===== src/hw/cpuPkg.sv =====
package cpuPkg;

    // Datapath widths
    localparam int XLEN       = 32;
    localparam int REG_ADDR_W = 5;

    // Memory sizes in 32-bit words
    localparam int IMEM_DEPTH  = 64;
    localparam int IMEM_ADDR_W = $clog2(IMEM_DEPTH);
    localparam int DMEM_DEPTH  = 64;
    localparam int DMEM_ADDR_W = $clog2(DMEM_DEPTH);

    // Major opcodes, inst[6:0]
    localparam logic [6:0] OP_RTYPE  = 7'b0110011;
    localparam logic [6:0] OP_ITYPE  = 7'b0010011;
    localparam logic [6:0] OP_LOAD   = 7'b0000011;
    localparam logic [6:0] OP_STORE  = 7'b0100011;
    localparam logic [6:0] OP_BRANCH = 7'b1100011;

    // funct3 for OP and OP-IMM
    localparam logic [2:0] F3_ADD = 3'b000; // Also SUB with inst[30]
    localparam logic [2:0] F3_SLL = 3'b001;
    localparam logic [2:0] F3_SLT = 3'b010;
    localparam logic [2:0] F3_XOR = 3'b100;
    localparam logic [2:0] F3_SRL = 3'b101;
    localparam logic [2:0] F3_OR  = 3'b110;
    localparam logic [2:0] F3_AND = 3'b111;

    // funct3 for branches
    localparam logic [2:0] F3_BEQ = 3'b000;
    localparam logic [2:0] F3_BNE = 3'b001;

    // ALU operation select
    typedef enum logic [3:0] {
        ALU_ADD = 4'd0,
        ALU_SUB = 4'd1,
        ALU_AND = 4'd2,
        ALU_OR  = 4'd3,
        ALU_XOR = 4'd4,
        ALU_SLT = 4'd5, // Signed compare
        ALU_SLL = 4'd6,
        ALU_SRL = 4'd7
    } aluOpT;

endpackage


===== src/hw/instMem.sv =====
module instMem (
    input  logic                          CLK,
    input  logic                          we,
    input  logic [cpuPkg::IMEM_ADDR_W-1:0] waddr,
    input  logic [cpuPkg::XLEN-1:0]        wdata,
    input  logic [cpuPkg::IMEM_ADDR_W-1:0] raddr,
    output logic [cpuPkg::XLEN-1:0]        rdata
);

    // Program storage, kept across reset
    logic [cpuPkg::XLEN-1:0] mem [cpuPkg::IMEM_DEPTH];

    // Load port
    always_ff @(posedge CLK) begin
        if (we) begin
            mem[waddr] <= wdata;
        end
    end

    assign rdata = mem[raddr]; // Fetch is combinational

endmodule


===== config.mk =====
export PLATFORM = sky130hd
export DESIGN_NAME = instMem
export DESIGN_NICKNAME = d
export VERILOG_FILES = /design/src/hw/cpuPkg.sv /design/src/hw/instMem.sv
export SDC_FILE = /design/constraint.sdc
export NUM_CORES = 2
export LEC_CHECK = 0
export BUFFER_PORTS_ARGS = -buffer_cell sky130_fd_sc_hd__buf_2
export CAP_MARGIN = 20
export CORE_UTILIZATION = 44
export CTS_CLUSTER_DIAMETER = 30
export CTS_CLUSTER_SIZE = 10
export DETAILED_ROUTE_END_ITERATION = 12
export PLACE_DENSITY = 0.61
export SYNTH_ARGS = -nofsm -noshare
export SYNTH_HDL_FRONTEND = slang
export SYNTH_SLANG_ARGS = --single-unit

===== constraint.sdc =====
create_clock -name CLK -period 3.9 [get_ports CLK]
set_input_delay 0.39 -clock CLK [delete_from_list [all_inputs] [get_ports CLK]]
set_output_delay 0.39 -clock CLK [all_outputs]
set_load 0.05 [all_outputs]

==> results.json <==
{
  "cp.arrival_ns": 3.28,
  "wl_per_cell_microns": 31.18,
  "grt_overflow": 0,
  "via_per_inst": 5.898,
  "io_pins": 78,
  "die-area_sq_mm": 0.1787,
  "max_flop_register": "mem",
  "dieWidth_microns": 422.7,
  "worst_slack_ns": 0.2293,
  "largest_reg_flops": 2048,
  "final_nets": 3892,
  "final_cell_mix": "edfxtp_1, mux4_2, clkbuf_16, buf_4, mux2i_1",
  "die_h_microns": 422.7,
  "cts-root-buf": "clkbuf_16",
  "synth_nets": 3338,
  "drt_pre_antenna_iters": 5,
  "path_max_fanout": 1,
  "hpwlAfterDp_microns": 108800,
  "end_kind": "primary output",
  "vias": 38380,
  "crit_type": "reg2out",
  "mostFrequentLayoutCell": "edfxtp_1",
  "antenna_found_initial": 16,
  "grtUsageTotal_pct": 22.78,
  "wirelength_microns": 202800,
  "p_per_area_mw_per_mm2": 622.7,
  "ys_top_cells_by_area": "edfxtp_1, mux4_2, mux2i_1",
  "hold_viol_final": 0,
  "post-route-period-util_pct": 94.12,
  "setup_tns_ns": 0,
  "fmax_mhz": 272.4,
  "drcViolationCount": 0,
  "synthCells": 3292,
  "synth.distinct_cells": 33,
  "clock-sinks": 2048,
  "outcome": "complete, no violations",
  "relSlewSlack_pct": 25.02,
  "ys_seq_area_share_pct": 78.97,
  "portBuffers": 77,
  "core_region_area_sq_mm": 0.1759,
  "fillCellCount": 12860,
  "drive_gt1_share_pct": 37.50,
  "synth_seq_cells": 2048,
  "reg_top3": "mem (2048)",
  "synth_top_area_cell": "edfxtp_1",
  "ant_nets": 0,
  "crit_start": "mem[15][6]$_DFFE_PP_",
  "syn_area_per_cell_sq_um": 23.66,
  "cp_data_required_time_ns": 3.51,
  "start_util_pct": 44.27,
  "area_delta_synth_final_pct": 24.88,
  "fin_crit_ns": 3.671,
  "path_clk_slew_ns": 0.05,
  "grt_pass1_vias": 39740,
  "syn-cell-area_sq_mm": 0.07787,
  "drt_iter0_drc": 4229,
  "cp-endpoint": "rdata[6]",
  "ir_drop_v": 0.0003604,
  "setup_violations": 0,
  "cts_tree": "built",
  "yosys_warnings": 0,
  "drv_cap": 0,
  "numCtsBuffers": 396,
  "row_count": 154,
  "grt_max_degree": 65,
  "grt_pass1_wl_microns": 287400,
  "hp-class": "in2reg",
  "cts_max_level": 5,
  "globalplace.congestion": 0.7600,
  "tightest_slew_ns": 1.125,
  "yosysTopAreaCellShare_pct": 78.97,
  "finalMaxSlewViolations": 0,
  "clockBufferDepth": 4,
  "pre_cts_slack_ns": 0.1437,
  "critPathLaunchType": "flip-flop",
  "rsz0062_at_grt": "false",
  "p_leak_nw": 31.49
}
cells in the mapped netlist:
library cell	n
or2_2	1
a31oi_1	1
and2_1	2
or2_0	1
buf_6	5
mux4_2	544
buf_4	25
o32ai_1	4
a21oi_1	62
o221ai_1	27
or3b_2	3
nand4b_1	1
and3_1	4
a41o_1	4
nor3_1	7
a311oi_1	8
edfxtp_1	2048
nor2_1	137
o22ai_1	84
nand2_1	26
or3b_1	2
buf_1	21
nor2b_1	15
nand3_1	5
nand3b_1	5
clkbuf_1	74
buf_2	57
a22oi_1	12
nand2b_1	8
or3_1	3
nand4_1	2
or2_1	1
mux2i_1	93
cells by family (layout without fill, tap and decap cells):
kind of cell | count (synthesis) | after routing | share of synthesized area (%)
AOI/OAI and AO/OA | 202 | 202 | 1.687
buffers and inverters | 182 | 1045 | 1.138
DFF | 2048 | 2048 | 78.97
muxes | 637 | 637 | 16.93
other | 0 | 11 | 0
and+or+nand+nor | 223 | 223 | 1.276
stage by stage:
step | util [%] | cells | cell area (sq um) | total power (W) | hold WS [ns]
floorplan | - | 3292 | 77870 | 0.02625 | 0.4889
global placement | 47.32 | 5743 | 83240 | 0.02741 | 0.9991
detailed placement | 47.32 | 5743 | 83240 | 0.02745 | 1.034
CTS | 54.86 | 6450 | 96510 | 0.06088 | 0.04793
global route | 55.27 | 6499 | 97230 | 0.06207 | 0.006313
finish | 55.28 | 6506 | 97250 | 0.06056 | 0.02611
repair_timing:
| action | CTS | global route |
|---|---|---|
| buffers inserted | 0 | 0 |
| setup endpoints to repair | 1 | 0 |
| hold endpoints to repair | 0 | 207 |
| gates resized for setup | 1 | 0 |
| hold buffers | 0 | 21 |
report_power, final:
| part | leakage (nW) | switching (W) | internal (W) |
|---|---|---|---|
| clock network | 6.41 | 0.0110 | 0.0224 |
| logic | 6.65 | 0.00160 | 0.00103 |
| registers | 18.4 | 0.0000315 | 0.0244 |
layer usage:
layer  part of all wire, %  global-route usage [%]  routed length [microns]
met1                    40                   30.86                    80910
met3                   8.6                   5.396                    17350
met2                    48                   35.93                    97980
met5                 0.018                       0                       37
met4                   3.2                   8.714                     6555
layout make-up:
type	instances	area, sq um	area share (%)
sequential	2048	61500	63.24
multi-input combinational	1062	15980	16.43
clock buffer	437	10230	10.52
timing repair buffer	338	3557	3.658
clock inverter	270	3025	3.111
tap	2340	2928	3.011
antenna	11	27.53	0.02831
how the worst min path moves through the flow:
stage                          from                     to  cells past startpoint
after floorplan            wdata[0]    mem[0][0]$_DFFE_PP_                      0
after global placement    wdata[10]   mem[9][10]$_DFFE_PP_                      1
after detailed placement  wdata[10]  mem[10][10]$_DFFE_PP_                      1
after CTS                 wdata[10]  mem[10][10]$_DFFE_PP_                      1
after global routing      wdata[11]  mem[42][11]$_DFFE_PP_                      1
final                     wdata[11]  mem[42][11]$_DFFE_PP_                      1
critical path, cell delays in order, from the launching register on:
cell and delay [ns]:
edfxtp_1 0.35, mux4_2 0.47, mux4_2 0.49, o22ai_1 0.53, nor2_1 0.28, buf_12 0.22
Note: power is estimated with default switching activity, not from simulation.
