**src/hw/cpuPkg.sv**
```systemverilog
package cpuPkg;

    // Datapath widths
    localparam int XLEN       = 32;
    localparam int REG_ADDR_W = 5;

    // Memory sizes in 32-bit words
    localparam int IMEM_DEPTH  = 64;
    localparam int IMEM_ADDR_W = $clog2(IMEM_DEPTH);
    localparam int DMEM_DEPTH  = 64;
    localparam int DMEM_ADDR_W = $clog2(DMEM_DEPTH);

    // Major opcodes, inst[6:0]
    localparam logic [6:0] OP_RTYPE  = 7'b0110011;
    localparam logic [6:0] OP_ITYPE  = 7'b0010011;
    localparam logic [6:0] OP_LOAD   = 7'b0000011;
    localparam logic [6:0] OP_STORE  = 7'b0100011;
    localparam logic [6:0] OP_BRANCH = 7'b1100011;

    // funct3 for OP and OP-IMM
    localparam logic [2:0] F3_ADD = 3'b000; // Also SUB with inst[30]
    localparam logic [2:0] F3_SLL = 3'b001;
    localparam logic [2:0] F3_SLT = 3'b010;
    localparam logic [2:0] F3_XOR = 3'b100;
    localparam logic [2:0] F3_SRL = 3'b101;
    localparam logic [2:0] F3_OR  = 3'b110;
    localparam logic [2:0] F3_AND = 3'b111;

    // funct3 for branches
    localparam logic [2:0] F3_BEQ = 3'b000;
    localparam logic [2:0] F3_BNE = 3'b001;

    // ALU operation select
    typedef enum logic [3:0] {
        ALU_ADD = 4'd0,
        ALU_SUB = 4'd1,
        ALU_AND = 4'd2,
        ALU_OR  = 4'd3,
        ALU_XOR = 4'd4,
        ALU_SLT = 4'd5, // Signed compare
        ALU_SLL = 4'd6,
        ALU_SRL = 4'd7
    } aluOpT;

endpackage

```
**src/hw/regFile.sv**
```systemverilog
module regFile (
    input  logic                          CLK,
    input  logic                          rst,
    input  logic [cpuPkg::REG_ADDR_W-1:0]  rs1,
    input  logic [cpuPkg::REG_ADDR_W-1:0]  rs2,
    input  logic [cpuPkg::REG_ADDR_W-1:0]  rd,
    input  logic [cpuPkg::XLEN-1:0]        wd,
    input  logic                          we,
    output logic [cpuPkg::XLEN-1:0]        rd1,
    output logic [cpuPkg::XLEN-1:0]        rd2
);

    localparam int NUM_REGS = 2 ** cpuPkg::REG_ADDR_W;

    logic [cpuPkg::XLEN-1:0] regs [NUM_REGS];

    always_ff @(posedge CLK) begin
        if (rst) begin
            for (int i = 0; i < NUM_REGS; i++) begin
                regs[i] <= '0;
            end
        end else if (we && rd != '0) begin
            regs[rd] <= wd; // x0 stays zero
        end
    end

    // No write bypass; the new value shows up next cycle
    assign rd1 = (rs1 == '0) ? '0 : regs[rs1];
    assign rd2 = (rs2 == '0) ? '0 : regs[rs2];

endmodule

```
**config.mk**
```make
export PLATFORM = sky130hd
export DESIGN_NAME = regFile
export DESIGN_NICKNAME = d
export VERILOG_FILES = /design/src/hw/cpuPkg.sv /design/src/hw/regFile.sv
export SDC_FILE = /design/constraint.sdc
export NUM_CORES = 2
export LEC_CHECK = 0
export BUFFER_PORTS_ARGS = -buffer_cell sky130_fd_sc_hd__buf_2
export CAP_MARGIN = 20
export CORE_ASPECT_RATIO = 1.25
export CORE_UTILIZATION = 50
export CTS_BUF_LIST = sky130_fd_sc_hd__clkbuf_4 sky130_fd_sc_hd__clkbuf_8
export DETAILED_ROUTE_END_ITERATION = 7
export GPL_ROUTABILITY_DRIVEN = 0
export PLACE_DENSITY_LB_ADDON = 0.15
export SYNTH_ARGS = -nofsm -noshare
export SYNTH_HDL_FRONTEND = slang
export SYNTH_SLANG_ARGS = --single-unit
```
**constraint.sdc**
```tcl
create_clock -name CLK -period 5 [get_ports CLK]
set_input_delay 0.5 -clock CLK [delete_from_list [all_inputs] [get_ports CLK]]
set_output_delay 0.5 -clock CLK [all_outputs]
set_load 0.02 [all_outputs]
```
==> results_dict.tcl <==
set metrics [dict create \
    fp.dieH_um 370 \
    critPathKind "input pin to primary output" \
    io-pin-count 114 \
    cts_made_buffers 162 \
    drtIter0Drc 4513 \
    period_share_pct 82.8 \
    start_util_pct 50.6 \
    power.leakage_nw 20.6 \
    finalSetupTns_ns 0 \
    track_usage_pct 33.4 \
    worstSetupEndpointType "primary output" \
    reg.largest.list "regs x1024" \
    grt_pass1_wl_mm 254 \
    antenna_found_initial 12 \
    cpMaxStageDelayCell "or3_2" \
    ys_ff_latch 1024 \
    crit_path_frequent_cell "buf_4" \
    nNetsFinal 3620 \
    synth_area_per_cell_sq_um 15.5 \
    status "complete, no violations" \
    ant_nets 0 \
    die_x_um 297 \
    slowest_delay_ns 0.86 \
    cts_resized 0 \
    hold_viol_final 0 \
    drt-pass1-iter-count 8 \
    wl_per_cell_um 35.3 \
    grt_pass1_vias 35506 \
    core_area_sq_mm 0.107 \
    dieArea_sq_mm 0.110 \
    routed_wl_mm 181 \
    max_clock_freq_ghz 0.241 \
    vdd_ir_drop_max_mv 0.242 \
    cts_sinks 1024 \
    cts_tree "built" \
    max_slew_margin_pct 22.2 \
    gr-total-overflow 0 \
    hold_buffers 0 \
    drv_slew 0 \
    dp_hpwl_mm 110 \
    avgViaCountPerCell 6.73 \
    crit_path_cell_trace "buf_6, or3_2, buf_4, o22ai_1, a2111oi_1, buf_4, nor3_1, buf_2" \
    top_register "regs" \
    drive_gt1_share_pct 29.2 \
    syn-cell-area_sq_mm 0.0543 \
    yosysSeqAreaShare_pct 56.7 \
    maxCapViolCount 0 \
    min_from "wd[5]" \
    clockBufferDepth 3 \
    cts_post_setup_buffers_inserted 0 \
    synth-edff-count 1024 \
    syn2layout_area_growth_pct 9.94 \
    async_flop_share_pct 0 \
    whs_ns 0.264 \
    syn_inst 3502 \
    period_needed_ns 4.14 \
    clk_pin_slew_ns 0.07 \
    worstPathArrival_ns 3.64 \
    htree_levels 4 \
    setup_viol 0 \
    drc 0 \
    worstHoldPathType "input pin to register" \
    ys.flop_type "edfxtp_1" \
    crit_path_max_fanout 53 \
    worstMarginPinSlew_ns 1.16 \
    yosys_warnings 0 \
    synth_cell_types 42 \
    dr_total_vias 34513 \
    power_density_mw_per_mm2 332 \
    crit_required_ns 4.50 \
    cp-start-kind "input pin" \
    rsz0062_at_grt "no" \
    nFillCells 8504 \
    clockRootBuffer "clkbuf_8" \
    grt_start_max_net_pins 73 \
    rows 134 \
    hold_path_depth 2 \
    hold_end "regs[8][5]" \
    portBuffers 113 \
    largest_reg_flops 1024 \
]
## kinds of logic after synthesis
family | synth area share [%]
flip-flops | 56.7
AO/OA/AOI/OAI | 3.65
other | 0.00691
buffers and inverters | 3.35
AND/OR/NAND/NOR | 13.3
multiplexers | 23.0
## power by group
part           switching (mW)  internal [mW]
Clock                    3.44           3.62
Combinational            1.51           1.04
Sequential              0.267           9.93
## cell usage after synthesis (all sizes together), types with 6 or more instances
master   instances  share of area (%)
mux2i          150                2.8
nor4             6              0.069
nand2            7              0.048
nor3            54               0.50
clkbuf         271                1.9
o22ai          103                1.2
buf            116                1.5
a2111oi         55               0.98
or2             33               0.38
mux2            30               0.62
and2           995                 11
mux4           472                 20
a21oi           12               0.11
a211oi           7              0.097
a22oi           16               0.22
edfxtp        1024                 57
nor2            36               0.25
nor2b           14               0.16
a22o            51               0.82
## worst max-delay path: cells and delay by family
family	cells	cell delay, ns
AOI/OAI and AO/OA	2	0.84
buffers and inverters	4	1.29
and+or+nand+nor	2	0.91
## per-layer routing
layer	track usage [%]	vias to the layer above	part of all wire (%)
li1	-	13722	-
met2	54.6	2326	49
met1	41.2	17902	35
met3	8.24	551	11
met4	16.9	12	5.1
met5	0.399	-	0.072
## stage by stage
step / instance area [sq um] / power (mW) / cells / utilization, % / setup slack, ns
6_report: 59600 / 19.8 / 5125 / 55.7 / 0.859
4_1_cts: 59600 / 19.8 / 5121 / 55.6 / 0.967
5_1_grt: 59600 / 20.3 / 5125 / 55.7 / 0.859
3_3_place_gp: 56500 / 12.8 / 4831 / 52.7 / 0.913
2_1_floorplan: 54400 / 11.8 / 3533 / - / 2.01
3_5_place_dp: 56500 / 12.9 / 4833 / 52.8 / 0.979
## worst max-delay path by stage
stage | depth (start not counted) | endpoint | slack (ns) | from
final | 8 | rd2[7] | 0.86 | rs2[2]
after global routing | 8 | rd2[7] | 0.86 | rs2[2]
after CTS | 8 | rd2[7] | 0.97 | rs2[2]
after detailed placement | 8 | rd2[7] | 0.98 | rs2[2]
after global placement | 7 | rd2[30] | 0.91 | rs2[2]
after floorplan | 6 | rd2[30] | 2.01 | rs2[0]
## cell type report
type / instances / area, sq um / share of cell area, %
flip-flops and latches: 1024 / 30700 / 51.6
multi-input cells: 2120 / 22100 / 37.0
clock buffers: 212 / 2620 / 4.40
repair buffers: 260 / 1940 / 3.25
well taps: 1428 / 1790 / 3.00
clock inverters: 76 / 460 / 0.772
inverters: 2 / 7.51 / 0.0126
diodes: 3 / 7.51 / 0.0126
## cells in the final DEF (no fill, tap or decap), types with 33 or more instances in the layout
cell type  synthesis  routed
a2111oi_1         41      41
a22o_1            51      51
and2_1           995     994
buf_2             46     107
buf_4             38     129
clkbuf_4           0      47
clkbuf_8           0     165
clkinv_1           0      46
edfxtp_1        1024    1024
mux2i_1          150     150
mux4_2           472     472
nor3_1            54      54
o22ai_1          103     103
or2_2             33      33
Note: power is estimated with default switching activity, not from simulation.
