--- config.mk ---
export PLATFORM = sky130hd
export DESIGN_NAME = dataMem
export DESIGN_NICKNAME = d
export VERILOG_FILES = /design/src/hw/cpuPkg.sv /design/src/hw/dataMem.sv
export SDC_FILE = /design/constraint.sdc
export NUM_CORES = 2
export LEC_CHECK = 0
export BUFFER_PORTS_ARGS = -buffer_cell sky130_fd_sc_hd__buf_2
export CAP_MARGIN = 20
export CORE_MARGIN = 4
export CORE_UTILIZATION = 55
export CTS_CLUSTER_DIAMETER = 40
export DETAILED_ROUTE_END_ITERATION = 16
export GPL_ROUTABILITY_DRIVEN = 0
export PLACE_DENSITY = 0.71
export SYNTH_ARGS = -nofsm -noshare
export SYNTH_HDL_FRONTEND = slang
export SYNTH_SLANG_ARGS = --single-unit
--- constraint.sdc ---
create_clock -name CLK -period 4.2 [get_ports CLK]
set_input_delay 0 -clock CLK [delete_from_list [all_inputs] [get_ports CLK]]
set_output_delay 0 -clock CLK [all_outputs]
set_load 0.03 [all_outputs]
--- src/hw/cpuPkg.sv ---
package cpuPkg;

    // Datapath widths
    localparam int XLEN       = 32;
    localparam int REG_ADDR_W = 5;

    // Memory sizes in 32-bit words
    localparam int IMEM_DEPTH  = 64;
    localparam int IMEM_ADDR_W = $clog2(IMEM_DEPTH);
    localparam int DMEM_DEPTH  = 64;
    localparam int DMEM_ADDR_W = $clog2(DMEM_DEPTH);

    // Major opcodes, inst[6:0]
    localparam logic [6:0] OP_RTYPE  = 7'b0110011;
    localparam logic [6:0] OP_ITYPE  = 7'b0010011;
    localparam logic [6:0] OP_LOAD   = 7'b0000011;
    localparam logic [6:0] OP_STORE  = 7'b0100011;
    localparam logic [6:0] OP_BRANCH = 7'b1100011;

    // funct3 for OP and OP-IMM
    localparam logic [2:0] F3_ADD = 3'b000; // Also SUB with inst[30]
    localparam logic [2:0] F3_SLL = 3'b001;
    localparam logic [2:0] F3_SLT = 3'b010;
    localparam logic [2:0] F3_XOR = 3'b100;
    localparam logic [2:0] F3_SRL = 3'b101;
    localparam logic [2:0] F3_OR  = 3'b110;
    localparam logic [2:0] F3_AND = 3'b111;

    // funct3 for branches
    localparam logic [2:0] F3_BEQ = 3'b000;
    localparam logic [2:0] F3_BNE = 3'b001;

    // ALU operation select
    typedef enum logic [3:0] {
        ALU_ADD = 4'd0,
        ALU_SUB = 4'd1,
        ALU_AND = 4'd2,
        ALU_OR  = 4'd3,
        ALU_XOR = 4'd4,
        ALU_SLT = 4'd5, // Signed compare
        ALU_SLL = 4'd6,
        ALU_SRL = 4'd7
    } aluOpT;

endpackage

--- src/hw/dataMem.sv ---
module dataMem (
    input  logic                          CLK,
    input  logic                          we,
    input  logic [cpuPkg::DMEM_ADDR_W-1:0] addr,
    input  logic [cpuPkg::XLEN-1:0]        wdata,
    output logic [cpuPkg::XLEN-1:0]        rdata
);

    logic [cpuPkg::XLEN-1:0] mem [cpuPkg::DMEM_DEPTH];

    // SW lands at the end of the cycle
    always_ff @(posedge CLK) begin
        if (we) begin
            mem[addr] <= wdata;
        end
    end

    // LW data available in the same cycle
    assign rdata = mem[addr];

endmodule

==> out/summary.json <==
{
  "status": "finished, violations left",
  "failed_checks": "setup timing",
  "placementRows": 138,
  "cts_root_buf": "sky130_fd_sc_hd__clkbuf_16",
  "route.detailed.wl_per_inst_um": 32.47,
  "gr-usage-met2_pct": 44.23,
  "setup_tns_ns": -0.02516,
  "crit_arrival_ns": 4.23,
  "tritoncts": "yes",
  "vdd.ir_drop.worst_mv": 0.4997,
  "cts.clk_slew.worst_paths_ns": 0.06,
  "largest_register_ffs": 2048,
  "synthTopCellsByArea": "sky130_fd_sc_hd__edfxtp_1, sky130_fd_sc_hd__mux2i_1, sky130_fd_sc_hd__mux4_2, sky130_fd_sc_hd__mux2_2, sky130_fd_sc_hd__a221oi_1",
  "routed_vias_inst": 6.717,
  "leakage_power_uw": 0.02945,
  "timing.max_cap.violations": 0,
  "ys_seq_elements": 2048,
  "gr-usage-all-layers_pct": 28.77,
  "timing_hold_violations_final": 0,
  "grtUsageMet1_pct": 39.88,
  "count_of_boundary_i_o_pins": 72,
  "tightest_slew_ns": 1.157,
  "whs_ns": 0.08323,
  "synth-warning-count": 0,
  "synth_largest_area_cell": "sky130_fd_sc_hd__edfxtp_1",
  "cts_hold_buffers": 32,
  "synth_area_per_cell_um2": 18.61,
  "drt_first_pass_iters": 6,
  "initial_core_util_pct": 55.36,
  "reg_top3": "mem: 2048 flops",
  "synth.lib_cells_used.distinct": 55,
  "cts_made_buffers": 227,
  "drt.antenna.violating_nets": 0,
  "route.final.wire_length_mm": 213.5,
  "rsz0062_at_grt": "no",
  "drc_errors": 0,
  "regMostFlops": "mem",
  "critical_path_class": "in2out",
  "layout_worst_path_cycle_share_pct": 100.6,
  "cts_sinks": 2048,
  "critical_path.cell_chain": "buf_8, buf_12, and2_4, buf_4, a221oi_1, nor2_1, o21ai_0, o221ai_1, or4_1, buf_2",
  "cp_num_buf_inv": 4,
  "worst_setup_path_end_kind": "primary output",
  "post-route-min-period_ns": 4.225,
  "dpl.hpwl_mm": 121.9,
  "grt_antenna_before_repair": 12,
  "synth_area_um2": 78290,
  "globalRouteOverflowTotal": 0,
  "startpoint_type": "input pin",
  "initial_detailed_routing_violation_count": 6286,
  "die_x_um": 385.3,
  "die_height_um": 385.3,
  "via_count_of_the_first_global_routing_pass": 42642,
  "grt_first_pass_wirelength_mm": 305.8,
  "slowest_delay_ns": 0.70,
  "final_layout_size_suffix_gt1_share_pct": 21.16,
  "final_max_slew_viol_count": 0,
  "finalSetupViolations": 1,
  "maximum_buffer_depth_of_the_clock_tree": 3,
  "critPathTopFamily": "compound AO/OA/AOI/OAI gates",
  "critical_path_peak_fanout": 76,
  "holdCritPathClass": "in2reg",
  "worst-endpoint-required_ns": 4.20,
  "area.growth.synth_to_final_pct": 15.78,
  "max_freq_mhz": 236.7,
  "htree_levels": 4,
  "io_buffers": 71,
  "crit_path_top_delay_cell": "sky130_fd_sc_hd__o21ai_0",
  "die_outline_area_um2": 148400,
  "number_of_setup_buffers_added_after_cts": 0,
  "largest_net_degree_at_the_start_of_global_routing": 98,
  "ys_seq_area_share_pct": 78.56,
  "grt_util_met3_pct": 7.946,
  "synth-async-reset-ratio_pct": 0,
  "pwr_density_cell_nw_per_um2": 497.6,
  "cts_repair_resize_count": 0,
  "gr-max-usage-layer": "met2",
  "num_vias": 44160,
  "postLayoutSetupSlackWorst_ns": -0.02516,
  "core-area_um2": 141400,
  "finish.net_count": 4520,
  "synth.net_count": 4247,
  "post_synth_inst_count": 4207,
  "ys_dominant_reg_cell": "sky130_fd_sc_hd__edfxtp_1",
  "synth_edf_count": 2048,
  "synth_top_cell_area_share_pct": 78.56,
  "slew_headroom_pct": 22.67
}
## power by group
part / switching, µW / internal (µW) / leakage (µW) / total, µW
clock network: 8250 / 11700 / 0.00369 / 19900
registers: 31.6 / 22600 / 0.0184 / 22700
logic: 1770 / 730 / 0.00733 / 2500
total: 10100 / 35000 / 0.0294 / 45100
## layer usage
metal	vias to the layer above	wire length (µm)	share of wire, %
met3	480	26450	12
li1	18133	-	-
met4	10	8195	3.8
met1	22559	79640	37
met2	2978	99110	46
met5	-	80	0.037
## cells in the final DEF (no fill, tap or decap), types with 42 or more instances in the layout
cell type,count
sky130_fd_sc_hd__o22a_1,70
sky130_fd_sc_hd__o22ai_1,93
sky130_fd_sc_hd__a21oi_1,121
sky130_fd_sc_hd__mux2_2,147
sky130_fd_sc_hd__buf_4,193
sky130_fd_sc_hd__nor2_4,67
sky130_fd_sc_hd__mux4_2,96
sky130_fd_sc_hd__nor2_1,77
sky130_fd_sc_hd__mux2i_1,259
sky130_fd_sc_hd__a31oi_1,43
sky130_fd_sc_hd__edfxtp_1,2048
sky130_fd_sc_hd__clkbuf_16,229
sky130_fd_sc_hd__buf_12,42
sky130_fd_sc_hd__nand3_1,53
sky130_fd_sc_hd__and3_1,85
sky130_fd_sc_hd__a22o_1,66
sky130_fd_sc_hd__buf_2,69
sky130_fd_sc_hd__a221oi_1,175
sky130_fd_sc_hd__a22oi_1,188
sky130_fd_sc_hd__o21ai_0,84
## cell usage after synthesis (5+ instances only)
master / n
sky130_fd_sc_hd__a2111oi_0: 15
sky130_fd_sc_hd__a211oi_1: 17
sky130_fd_sc_hd__a21oi_1: 121
sky130_fd_sc_hd__a221o_1: 15
sky130_fd_sc_hd__a221oi_1: 175
sky130_fd_sc_hd__a222oi_1: 16
sky130_fd_sc_hd__a22o_1: 66
sky130_fd_sc_hd__a22oi_1: 188
sky130_fd_sc_hd__a31oi_1: 43
sky130_fd_sc_hd__and2_1: 5
sky130_fd_sc_hd__and3_1: 85
sky130_fd_sc_hd__buf_1: 33
sky130_fd_sc_hd__buf_2: 83
sky130_fd_sc_hd__buf_4: 8
sky130_fd_sc_hd__clkbuf_1: 168
sky130_fd_sc_hd__edfxtp_1: 2048
sky130_fd_sc_hd__mux2_2: 147
sky130_fd_sc_hd__mux2i_1: 259
sky130_fd_sc_hd__mux4_2: 96
sky130_fd_sc_hd__nand2_1: 28
sky130_fd_sc_hd__nand2b_1: 18
sky130_fd_sc_hd__nand3_1: 54
sky130_fd_sc_hd__nor2_1: 145
sky130_fd_sc_hd__nor2b_1: 8
sky130_fd_sc_hd__nor3_1: 22
sky130_fd_sc_hd__nor4_1: 14
sky130_fd_sc_hd__o21ai_0: 84
sky130_fd_sc_hd__o221ai_1: 6
sky130_fd_sc_hd__o22a_1: 70
sky130_fd_sc_hd__o22ai_1: 93
sky130_fd_sc_hd__o2bb2ai_1: 15
sky130_fd_sc_hd__or4_1: 15
sky130_fd_sc_hd__or4b_1: 14
## layout make-up
class                      instances  area [µm²]
tap                             1890        2365
antenna                            9       22.52
sequential                      2048       61500
timing repair buffer             342        3015
fill                            9290       50770
inverter                           2       15.01
multi-input combinational       1859       16060
clock buffer                     267        5873
clock inverter                   157        1794
## tightest hold or removal path, stage by stage
cell	delay, ns
sky130_fd_sc_hd__buf_2	0.19
sky130_fd_sc_hd__nand3_1	0.34
sky130_fd_sc_hd__nor2_4	0.20
## cells by family after synthesis
family	share of synthesized area, %
multiplexers	8.188
AND/OR/NAND/NOR	2.829
buffers and inverters	1.696
flip-flops	78.56
AO/OA/AOI/OAI	8.733
## stage by stage
| step | util (%) | setup WS, ns | total power, µW | instance area (µm²) | instances |
|---|---|---|---|---|---|
| CTS | 64.06 | 0.3097 | 45180 | 90590 | 6563 |
| floorplan | - | 0.9613 | 24300 | 78290 | 4207 |
| global placement | 58.40 | -0.3335 | 25470 | 82590 | 6104 |
| detailed placement | 58.41 | 0.3878 | 25510 | 82610 | 6107 |
| global route | 64.08 | 0.02782 | 46300 | 90620 | 6566 |
| finish | 64.10 | -0.02516 | 45100 | 90640 | 6574 |
## path summary, 6_finish.rpt
kind | depth (start not counted) | end | from | slack, ns
setup / recovery | 10 | rdata[1] | addr[0] | -0.03
hold / removal | 3 | mem[53][31] | we | 0.08
Power figures use the tool's default switching activity.
