File: config.mk
export PLATFORM = sky130hd
export DESIGN_NAME = decoder
export DESIGN_NICKNAME = d
export VERILOG_FILES = /design/src/hw/cpuPkg.sv /design/src/hw/decoder.sv
export SDC_FILE = /design/constraint.sdc
export NUM_CORES = 1
export LEC_CHECK = 0
export BUFFER_PORTS_ARGS = -buffer_cell sky130_fd_sc_hd__buf_2
export CORE_MARGIN = 5
export CORE_UTILIZATION = 25
export DETAILED_ROUTE_END_ITERATION = 6
export PLACE_DENSITY = 0.78
export REMOVE_ABC_BUFFERS = 1
export SLEW_MARGIN = 20
export SYNTH_ARGS = -nofsm -noshare
export SYNTH_HDL_FRONTEND = slang
export SYNTH_SLANG_ARGS = --single-unit
File: constraint.sdc
create_clock -name vclk -period 1.28
set_clock_uncertainty 0.05 [all_clocks]
set_input_delay 0.128 -clock vclk [all_inputs]
set_output_delay 0.128 -clock vclk [all_outputs]
set_load 0.01 [all_outputs]
File: src/hw/cpuPkg.sv
package cpuPkg;

    // Datapath widths
    localparam int XLEN       = 32;
    localparam int REG_ADDR_W = 5;

    // Memory sizes in 32-bit words
    localparam int IMEM_DEPTH  = 64;
    localparam int IMEM_ADDR_W = $clog2(IMEM_DEPTH);
    localparam int DMEM_DEPTH  = 64;
    localparam int DMEM_ADDR_W = $clog2(DMEM_DEPTH);

    // Major opcodes, inst[6:0]
    localparam logic [6:0] OP_RTYPE  = 7'b0110011;
    localparam logic [6:0] OP_ITYPE  = 7'b0010011;
    localparam logic [6:0] OP_LOAD   = 7'b0000011;
    localparam logic [6:0] OP_STORE  = 7'b0100011;
    localparam logic [6:0] OP_BRANCH = 7'b1100011;

    // funct3 for OP and OP-IMM
    localparam logic [2:0] F3_ADD = 3'b000; // Also SUB with inst[30]
    localparam logic [2:0] F3_SLL = 3'b001;
    localparam logic [2:0] F3_SLT = 3'b010;
    localparam logic [2:0] F3_XOR = 3'b100;
    localparam logic [2:0] F3_SRL = 3'b101;
    localparam logic [2:0] F3_OR  = 3'b110;
    localparam logic [2:0] F3_AND = 3'b111;

    // funct3 for branches
    localparam logic [2:0] F3_BEQ = 3'b000;
    localparam logic [2:0] F3_BNE = 3'b001;

    // ALU operation select
    typedef enum logic [3:0] {
        ALU_ADD = 4'd0,
        ALU_SUB = 4'd1,
        ALU_AND = 4'd2,
        ALU_OR  = 4'd3,
        ALU_XOR = 4'd4,
        ALU_SLT = 4'd5, // Signed compare
        ALU_SLL = 4'd6,
        ALU_SRL = 4'd7
    } aluOpT;

endpackage

File: src/hw/decoder.sv
module decoder (
    input  logic [cpuPkg::XLEN-1:0]        inst,
    output logic [cpuPkg::REG_ADDR_W-1:0]  rs1,
    output logic [cpuPkg::REG_ADDR_W-1:0]  rs2,
    output logic [cpuPkg::REG_ADDR_W-1:0]  rd,
    output logic [cpuPkg::XLEN-1:0]        imm,
    output cpuPkg::aluOpT                 aluOp,
    output logic                          aluSrc,
    output logic                          regWrite,
    output logic                          memWrite,
    output logic                          memToReg,
    output logic                          branch,
    output logic                          branchNe
);

    logic [6:0] opcode;
    logic [2:0] funct3;
    logic [cpuPkg::XLEN-1:0] immI;
    logic [cpuPkg::XLEN-1:0] immS;
    logic [cpuPkg::XLEN-1:0] immB;

    // Fixed field positions
    assign opcode = inst[6:0];
    assign funct3 = inst[14:12];
    assign rd     = inst[11:7];
    assign rs1    = inst[19:15];
    assign rs2    = inst[24:20];

    assign immI = {{20{inst[31]}}, inst[31:20]};
    assign immS = {{20{inst[31]}}, inst[31:25], inst[11:7]};
    assign immB = {{19{inst[31]}}, inst[31], inst[7], inst[30:25], inst[11:8], 1'b0};

    always_comb begin
        aluOp    = cpuPkg::ALU_ADD; // Address add for LW/SW
        aluSrc   = 1'b0;
        regWrite = 1'b0;
        memWrite = 1'b0;
        memToReg = 1'b0;
        branch   = 1'b0;
        branchNe = 1'b0;
        imm      = immI;

        case (opcode)
            cpuPkg::OP_RTYPE, cpuPkg::OP_ITYPE: begin
                regWrite = 1'b1;
                aluSrc   = (opcode == cpuPkg::OP_ITYPE);
                case (funct3)
                    // inst[30] selects SUB only for register form
                    cpuPkg::F3_ADD: aluOp = (opcode == cpuPkg::OP_RTYPE && inst[30]) ?
                                            cpuPkg::ALU_SUB : cpuPkg::ALU_ADD;
                    cpuPkg::F3_SLL: aluOp = cpuPkg::ALU_SLL;
                    cpuPkg::F3_SLT: aluOp = cpuPkg::ALU_SLT;
                    cpuPkg::F3_XOR: aluOp = cpuPkg::ALU_XOR;
                    cpuPkg::F3_SRL: aluOp = cpuPkg::ALU_SRL;
                    cpuPkg::F3_OR:  aluOp = cpuPkg::ALU_OR;
                    cpuPkg::F3_AND: aluOp = cpuPkg::ALU_AND;
                    default:        aluOp = cpuPkg::ALU_ADD;
                endcase
            end
            cpuPkg::OP_LOAD: begin
                aluSrc   = 1'b1;
                regWrite = 1'b1;
                memToReg = 1'b1;
            end
            cpuPkg::OP_STORE: begin
                aluSrc   = 1'b1;
                memWrite = 1'b1;
                imm      = immS;
            end
            cpuPkg::OP_BRANCH: begin
                aluOp    = cpuPkg::ALU_SUB; // Compare via zero flag
                imm      = immB;
                branch   = (funct3 == cpuPkg::F3_BEQ) || (funct3 == cpuPkg::F3_BNE);
                branchNe = (funct3 == cpuPkg::F3_BNE);
            end
            default: ; // Unsupported opcode runs as a no-op
        endcase
    end

endmodule

==> results.toml, run 1 <==
[grt]
maximum_number_of_pins_on_one_net_before_global_route_repair = 22
grt_usage_pct = 10.2
grt_remaining_overflow = 0
grt_first_pass_wirelength_mm = 2.79
grt_antenna_before_repair = 0
grt_pass1_vias = 559

[die]
dieHeight_microns = 58.0
die_area_sq_mm = 0.00336
core_area_sq_mm = 0.00221
io-pin-count = 89
row_count = 17
floorplan.initialDensity_pct = 26.0
die-width_microns = 58.0

[detailed_routing]
detailed_router_iteration_count_before_antenna_repair = 2
routed_wl_mm = 1.92
detail_route.drc_violations = 0
average_wire_per_standard_cell_microns = 14.8
drt-initial-drc-count = 8
via_count = 577
number_of_routed_nets_with_antenna_violations = 0
viasPerCell = 4.47

[placement]
hpwl_after_dpl_mm = 1.72
postPlaceCellArea_sq_um = 651
placement.io_buffers = 68
place_congestion = 0.731

[timing]
setup_ws_ns = -0.0434
timing.fmax_mhz = 756
timing.final.max_slew_violations = 0
setup_viol = 6
hold_violations = 0
rsz0062_at_grt = "yes"
post_route_fraction_of_the_period_consumed_by_the_critical_path_pct = 103
layout_min_cycle_time_ns = 1.32
worst_case_hold_slack_ns = 0.206

[synthesis]
synthesis.area_sq_um = 576
ys_types = 22
synth_seq_area_share_pct = 0
synth.yosys.warnings = 0
syn-instance-count = 72
syn_avg_cell_area_sq_um = 7.99

[finish]
areaGrowthSynthToFinish_pct = 26.1
num-nets-final = 135
n_fill_cell = 257
multiInputGateArea_sq_um = 277
design_area_sq_um = 726
antenna_cells_inserted = 0
clock_buffers = 0
seqCellArea_sq_um = 0
layout_sequential_cell_count = 0
proportion_of_layout_cells_with_a_drive_suffix_above_1_pct = 84.2

[pwr]
total_power_uw = 223
share_clk_of_total_power_pct = 0
net_switching_fraction_of_the_power_pct = 50.6
power.combinational.fraction_pct = 100.0
p_int_uw = 110
vdd_drop_max_mv = 0.105
power_per_cell_area_mw_per_mm2 = 308
power.static_leakage_nw = 0.449
p_seq_share_pct = 0
netSwitchingPower_uw = 113

[worst_hold_path]
hold_start = "inst[15]"
whs_path_depth = 0
min-delay-path-class = "in -> out"
worstHoldEndpoint = "rs1[0]"

[job]
maxCapViolCount = 0

[setup_path]
endpoint_kind = "output port"
arrival_ns = 1.15
startpoint_type = "input port"
worst-endpoint-required_ns = 1.10
setup.worst_path.class = "in -> out"
path_max_fanout = 4

[status]
violated_checks = "setup timing"
outcome = "finished with violations"

[clocking]
cts_hold_buffers = 0
## power by group through the flow
stage               logic [mW]  registers (mW)  clock network, mW
floorplan               0.0489               0                  0
CTS                      0.222               0                  0
global placement         0.204               0                  0
detailed placement       0.205               0                  0
global route             0.243               0                  0
finish                   0.223               0                  0
## cell usage after synthesis, drive strengths merged
master / instances / area (sq um)
buf: 42 / 315
mux2: 5 / 75.1
nor3: 4 / 20.0
inv: 2 / 7.51
nor2: 2 / 7.51
a21oi: 1 / 5.00
a221oi: 1 / 8.76
a32o: 1 / 10.0
and2: 1 / 6.26
and2b: 1 / 8.76
and3: 1 / 6.26
and3b: 1 / 8.76
and4bb: 1 / 16.3
conb: 1 / 3.75
mux2i: 1 / 10.0
nand2: 1 / 11.3
nand2b: 1 / 8.76
nand3: 1 / 17.5
nor2b: 1 / 6.26
nor4: 1 / 6.26
o31ai: 1 / 7.51
xor2: 1 / 8.76
## final cells by class
cell class / instances / area share (%)
multi-input combinational: 28 / 38.1
tap: 28 / 4.83
timing repair buffer: 71 / 56.0
inverter: 2 / 1.03
## how the worst max path moves through the flow
stage	from	end	slack [ns]	depth (start not counted)
after global routing	inst[2]	imm[11]	-0.07	5
after global placement	inst[2]	imm[11]	-0.05	5
after CTS	inst[3]	aluOp[0]	-0.03	5
final	inst[2]	imm[11]	-0.04	5
after detailed placement	inst[2]	aluOp[0]	-0.07	5
after floorplan	inst[2]	aluOp[0]	0.13	3
## worst max-delay path: stages
cell	delay [ns]
sky130_fd_sc_hd__buf_6	0.09
sky130_fd_sc_hd__and4bb_4	0.39
sky130_fd_sc_hd__nand3_4	0.11
sky130_fd_sc_hd__mux2_4	0.31
sky130_fd_sc_hd__buf_6	0.12
## routing by layer
metal	global-route usage [%]	part of all wire [%]	vias up
li1	-	-	255
met4	0	0	0
met3	12.7	34	0
met2	13.9	32	81
met1	10.7	34	241
met5	0	0	-
## layout by cell type, fill, tap and decap left out
cell type                  synthesis  final
sky130_fd_sc_hd__a21oi_1           1      1
sky130_fd_sc_hd__a221oi_1          1      1
sky130_fd_sc_hd__a32o_1            1      1
sky130_fd_sc_hd__and2_1            1      1
sky130_fd_sc_hd__and2b_2           1      1
sky130_fd_sc_hd__and3_1            1      1
sky130_fd_sc_hd__and3b_1           1      1
sky130_fd_sc_hd__and4bb_4          1      1
sky130_fd_sc_hd__buf_2             0     61
sky130_fd_sc_hd__buf_4            42      3
sky130_fd_sc_hd__buf_6             0      7
sky130_fd_sc_hd__conb_1            1      1
sky130_fd_sc_hd__inv_1             2      2
sky130_fd_sc_hd__mux2_4            5      5
sky130_fd_sc_hd__mux2i_1           1      1
sky130_fd_sc_hd__nand2_4           1      1
sky130_fd_sc_hd__nand2b_4          0      1
sky130_fd_sc_hd__nand3_4           1      1
sky130_fd_sc_hd__nor2_1            2      2
sky130_fd_sc_hd__nor2b_2           0      1
sky130_fd_sc_hd__nor3_1            4      3
sky130_fd_sc_hd__nor3_2            0      1
sky130_fd_sc_hd__nor4_2            0      1
sky130_fd_sc_hd__o31ai_2           0      1
sky130_fd_sc_hd__xor2_1            1      1
## through the flow
step	setup WS, ns	util, %	setup TNS (ns)	cells
after floorplan	0.127	-	0	30
after global placement	-0.0502	29.4	-0.166	128
after detailed placement	-0.0712	29.4	-0.284	128
after CTS	-0.0331	32.0	-0.132	129
after global routing	-0.0694	32.8	-0.431	129
final	-0.0434	32.8	-0.175	129
## kinds of logic (layout without fill, tap and decap cells)
kind of cell	Yosys count	after routing	share of synthesized area [%]
buf+inv	44	73	56.1
simple gates	16	16	21.5
mux	6	6	14.8
compound gates	4	4	5.43
other cells	1	1	0.652
xor+xnor	1	1	1.52
## timing repair
item                                    4_1_cts  5_1_grt
pin swaps                                     2        3
resized for setup                             9        3
endpoints found under the setup margin        7       12
buffers inserted                              1        0
Power figures use the tool's default switching activity.
==> inputs of run 2 (changes only) <==
--- a/config.mk
+++ b/config.mk
@@ -5,11 +5,11 @@
 export SDC_FILE = /design/constraint.sdc
 export NUM_CORES = 1
 export LEC_CHECK = 0
-export BUFFER_PORTS_ARGS = -buffer_cell sky130_fd_sc_hd__buf_2
 export CORE_MARGIN = 5
 export CORE_UTILIZATION = 25
 export DETAILED_ROUTE_END_ITERATION = 6
-export PLACE_DENSITY = 0.78
+export DONT_BUFFER_PORTS = 1
+export PLACE_DENSITY = 0.45
 export REMOVE_ABC_BUFFERS = 1
 export SLEW_MARGIN = 20
 export SYNTH_ARGS = -nofsm -noshare
==> results.toml, run 2 (synthesis gave the netlist of run 1 again) <==
[status]
outcome = "completed"

[grt]
grt.busiest_layer = "met2"
grt_first_pass_wirelength_mm = 1.49
grt_antenna_before_repair = 0
maximum_number_of_pins_on_one_net_before_global_route_repair = 22
grt_remaining_overflow = 0
grt.met2_usage_pct = 7.74
grt_usage_pct = 5.46
grt_pass1_vias = 287
global_route.usage.met3_pct = 4.23
globalRouteMet1Util_pct = 6.95

[pwr]
power.combinational.fraction_pct = 100.0
p_int_uw = 28.4
net_switching_fraction_of_the_power_pct = 49.0
p_seq_share_pct = 0
vdd_drop_max_mv = 0.0334
netSwitchingPower_uw = 27.3
power_per_cell_area_mw_per_mm2 = 161
power.static_leakage_nw = 0.165
share_clk_of_total_power_pct = 0

[timing]
worst_case_hold_slack_ns = 0.206
setup_viol = 0
hold_violations = 0
timing.final.max_slew_violations = 0
post_route_fraction_of_the_period_consumed_by_the_critical_path_pct = 93.9
timing.fmax_mhz = 832
rsz0062_at_grt = "no"
layout_min_cycle_time_ns = 1.20
setup_tns_ns = 0

[detailed_routing]
average_wire_per_standard_cell_microns = 17.9
detail_route.drc_violations = 0
number_of_routed_nets_with_antenna_violations = 0
routed_wl_mm = 1.15
viasPerCell = 4.50
detailed_router_iteration_count_before_antenna_repair = 4
drt-initial-drc-count = 19
via_count = 288

[finish]
finalCoreUtilization_pct = 15.6
seqCellArea_sq_um = 0
areaGrowthSynthToFinish_pct = -40.0
proportion_of_layout_cells_with_a_drive_suffix_above_1_pct = 47.2
num-nets-final = 70
most_frequent_cells_in_the_layout = "6 x sky130_fd_sc_hd__buf_4, 5 x sky130_fd_sc_hd__mux2_4, 4 x sky130_fd_sc_hd__nor3_1, 2 x sky130_fd_sc_hd__inv_1, 2 x sky130_fd_sc_hd__nor2_1"
mostFrequentLayoutCell = "sky130_fd_sc_hd__buf_4"
layout_sequential_cell_count = 0
clock_buffers = 0
antenna_cells_inserted = 0

[die]
io-pin-count = 89
row_count = 17
die-width_microns = 58.0
floorplan.initialDensity_pct = 26.0
core_area_sq_mm = 0.00221
die_area_sq_mm = 0.00336
dieHeight_microns = 58.0

[setup_path]
endpoint_kind = "output port"
worst-endpoint-required_ns = 1.10
worstSetupStartpoint = "inst[2]"
startpoint_type = "input port"
worstSetupEndpoint = "aluOp[0]"
arrival_ns = 1.02
setup.worst_path.class = "in -> out"
path_max_fanout = 6

[worst_hold_path]
min-delay-path-class = "in -> out"

[placement]
placement.io_buffers = 0
place_congestion = 0.654
hpwl_after_dpl_microns = 985

[job]
maxCapViolCount = 0

[clocking]
post-cts-setup-buffers = 0
cts_hold_buffers = 0
run 2: worst max-delay path, stage by stage:
cell,delay [ns]
sky130_fd_sc_hd__and4bb_4,0.37
sky130_fd_sc_hd__nand2b_2,0.13
sky130_fd_sc_hd__o31ai_2,0.24
sky130_fd_sc_hd__buf_4,0.16
run 2: cell type report:
type                       instances  area [sq um]
multi-input combinational         28           258
timing repair buffer               6          45.0
tap                               28          35.0
inverter                           2          7.51
fill                             267          1870
run 2: layer usage:
metal / vias to the layer above / share of wire (%)
met2: 37 / 49
met1: 127 / 34
met3: 0 / 18
li1: 124 / -
met5: - / 0
met4: 0 / 0
run 2: how the worst min path moves through the flow:
stage / from / to / slack [ns] / depth (start not counted)
final: inst[7] / rd[0] / 0.21 / 0
after global routing: inst[30] / imm[10] / 0.21 / 0
after CTS: inst[10] / rd[3] / 0.21 / 0
after detailed placement: inst[10] / rd[3] / 0.21 / 0
after global placement: inst[10] / rd[3] / 0.21 / 0
after floorplan: inst[30] / imm[10] / 0.21 / 0
run 2: what timing repair did:
action                     CTS  global route
resized for setup            0             1
setup endpoints to repair    0             1
hold endpoints to repair     0             0
run 2: through the flow:
stage / instances / area [sq um] / total power, mW / worst slack, ns
floorplan: 30 / 260 / 0.0489 / 0.127
global placement: 64 / 340 / 0.0559 / 0.0781
detailed placement: 64 / 340 / 0.0551 / 0.0409
CTS: 64 / 340 / 0.0555 / 0.0292
global route: 64 / 345 / 0.0598 / 0.0254
finish: 64 / 345 / 0.0557 / 0.0782
run 2: power by group through the flow:
stage	Sequential (mW)	Combinational (mW)	Clock, mW
after floorplan	0	0.0489	0
after global placement	0	0.0559	0
after detailed placement	0	0.0551	0
after CTS	0	0.0555	0
after global routing	0	0.0598	0
final	0	0.0557	0
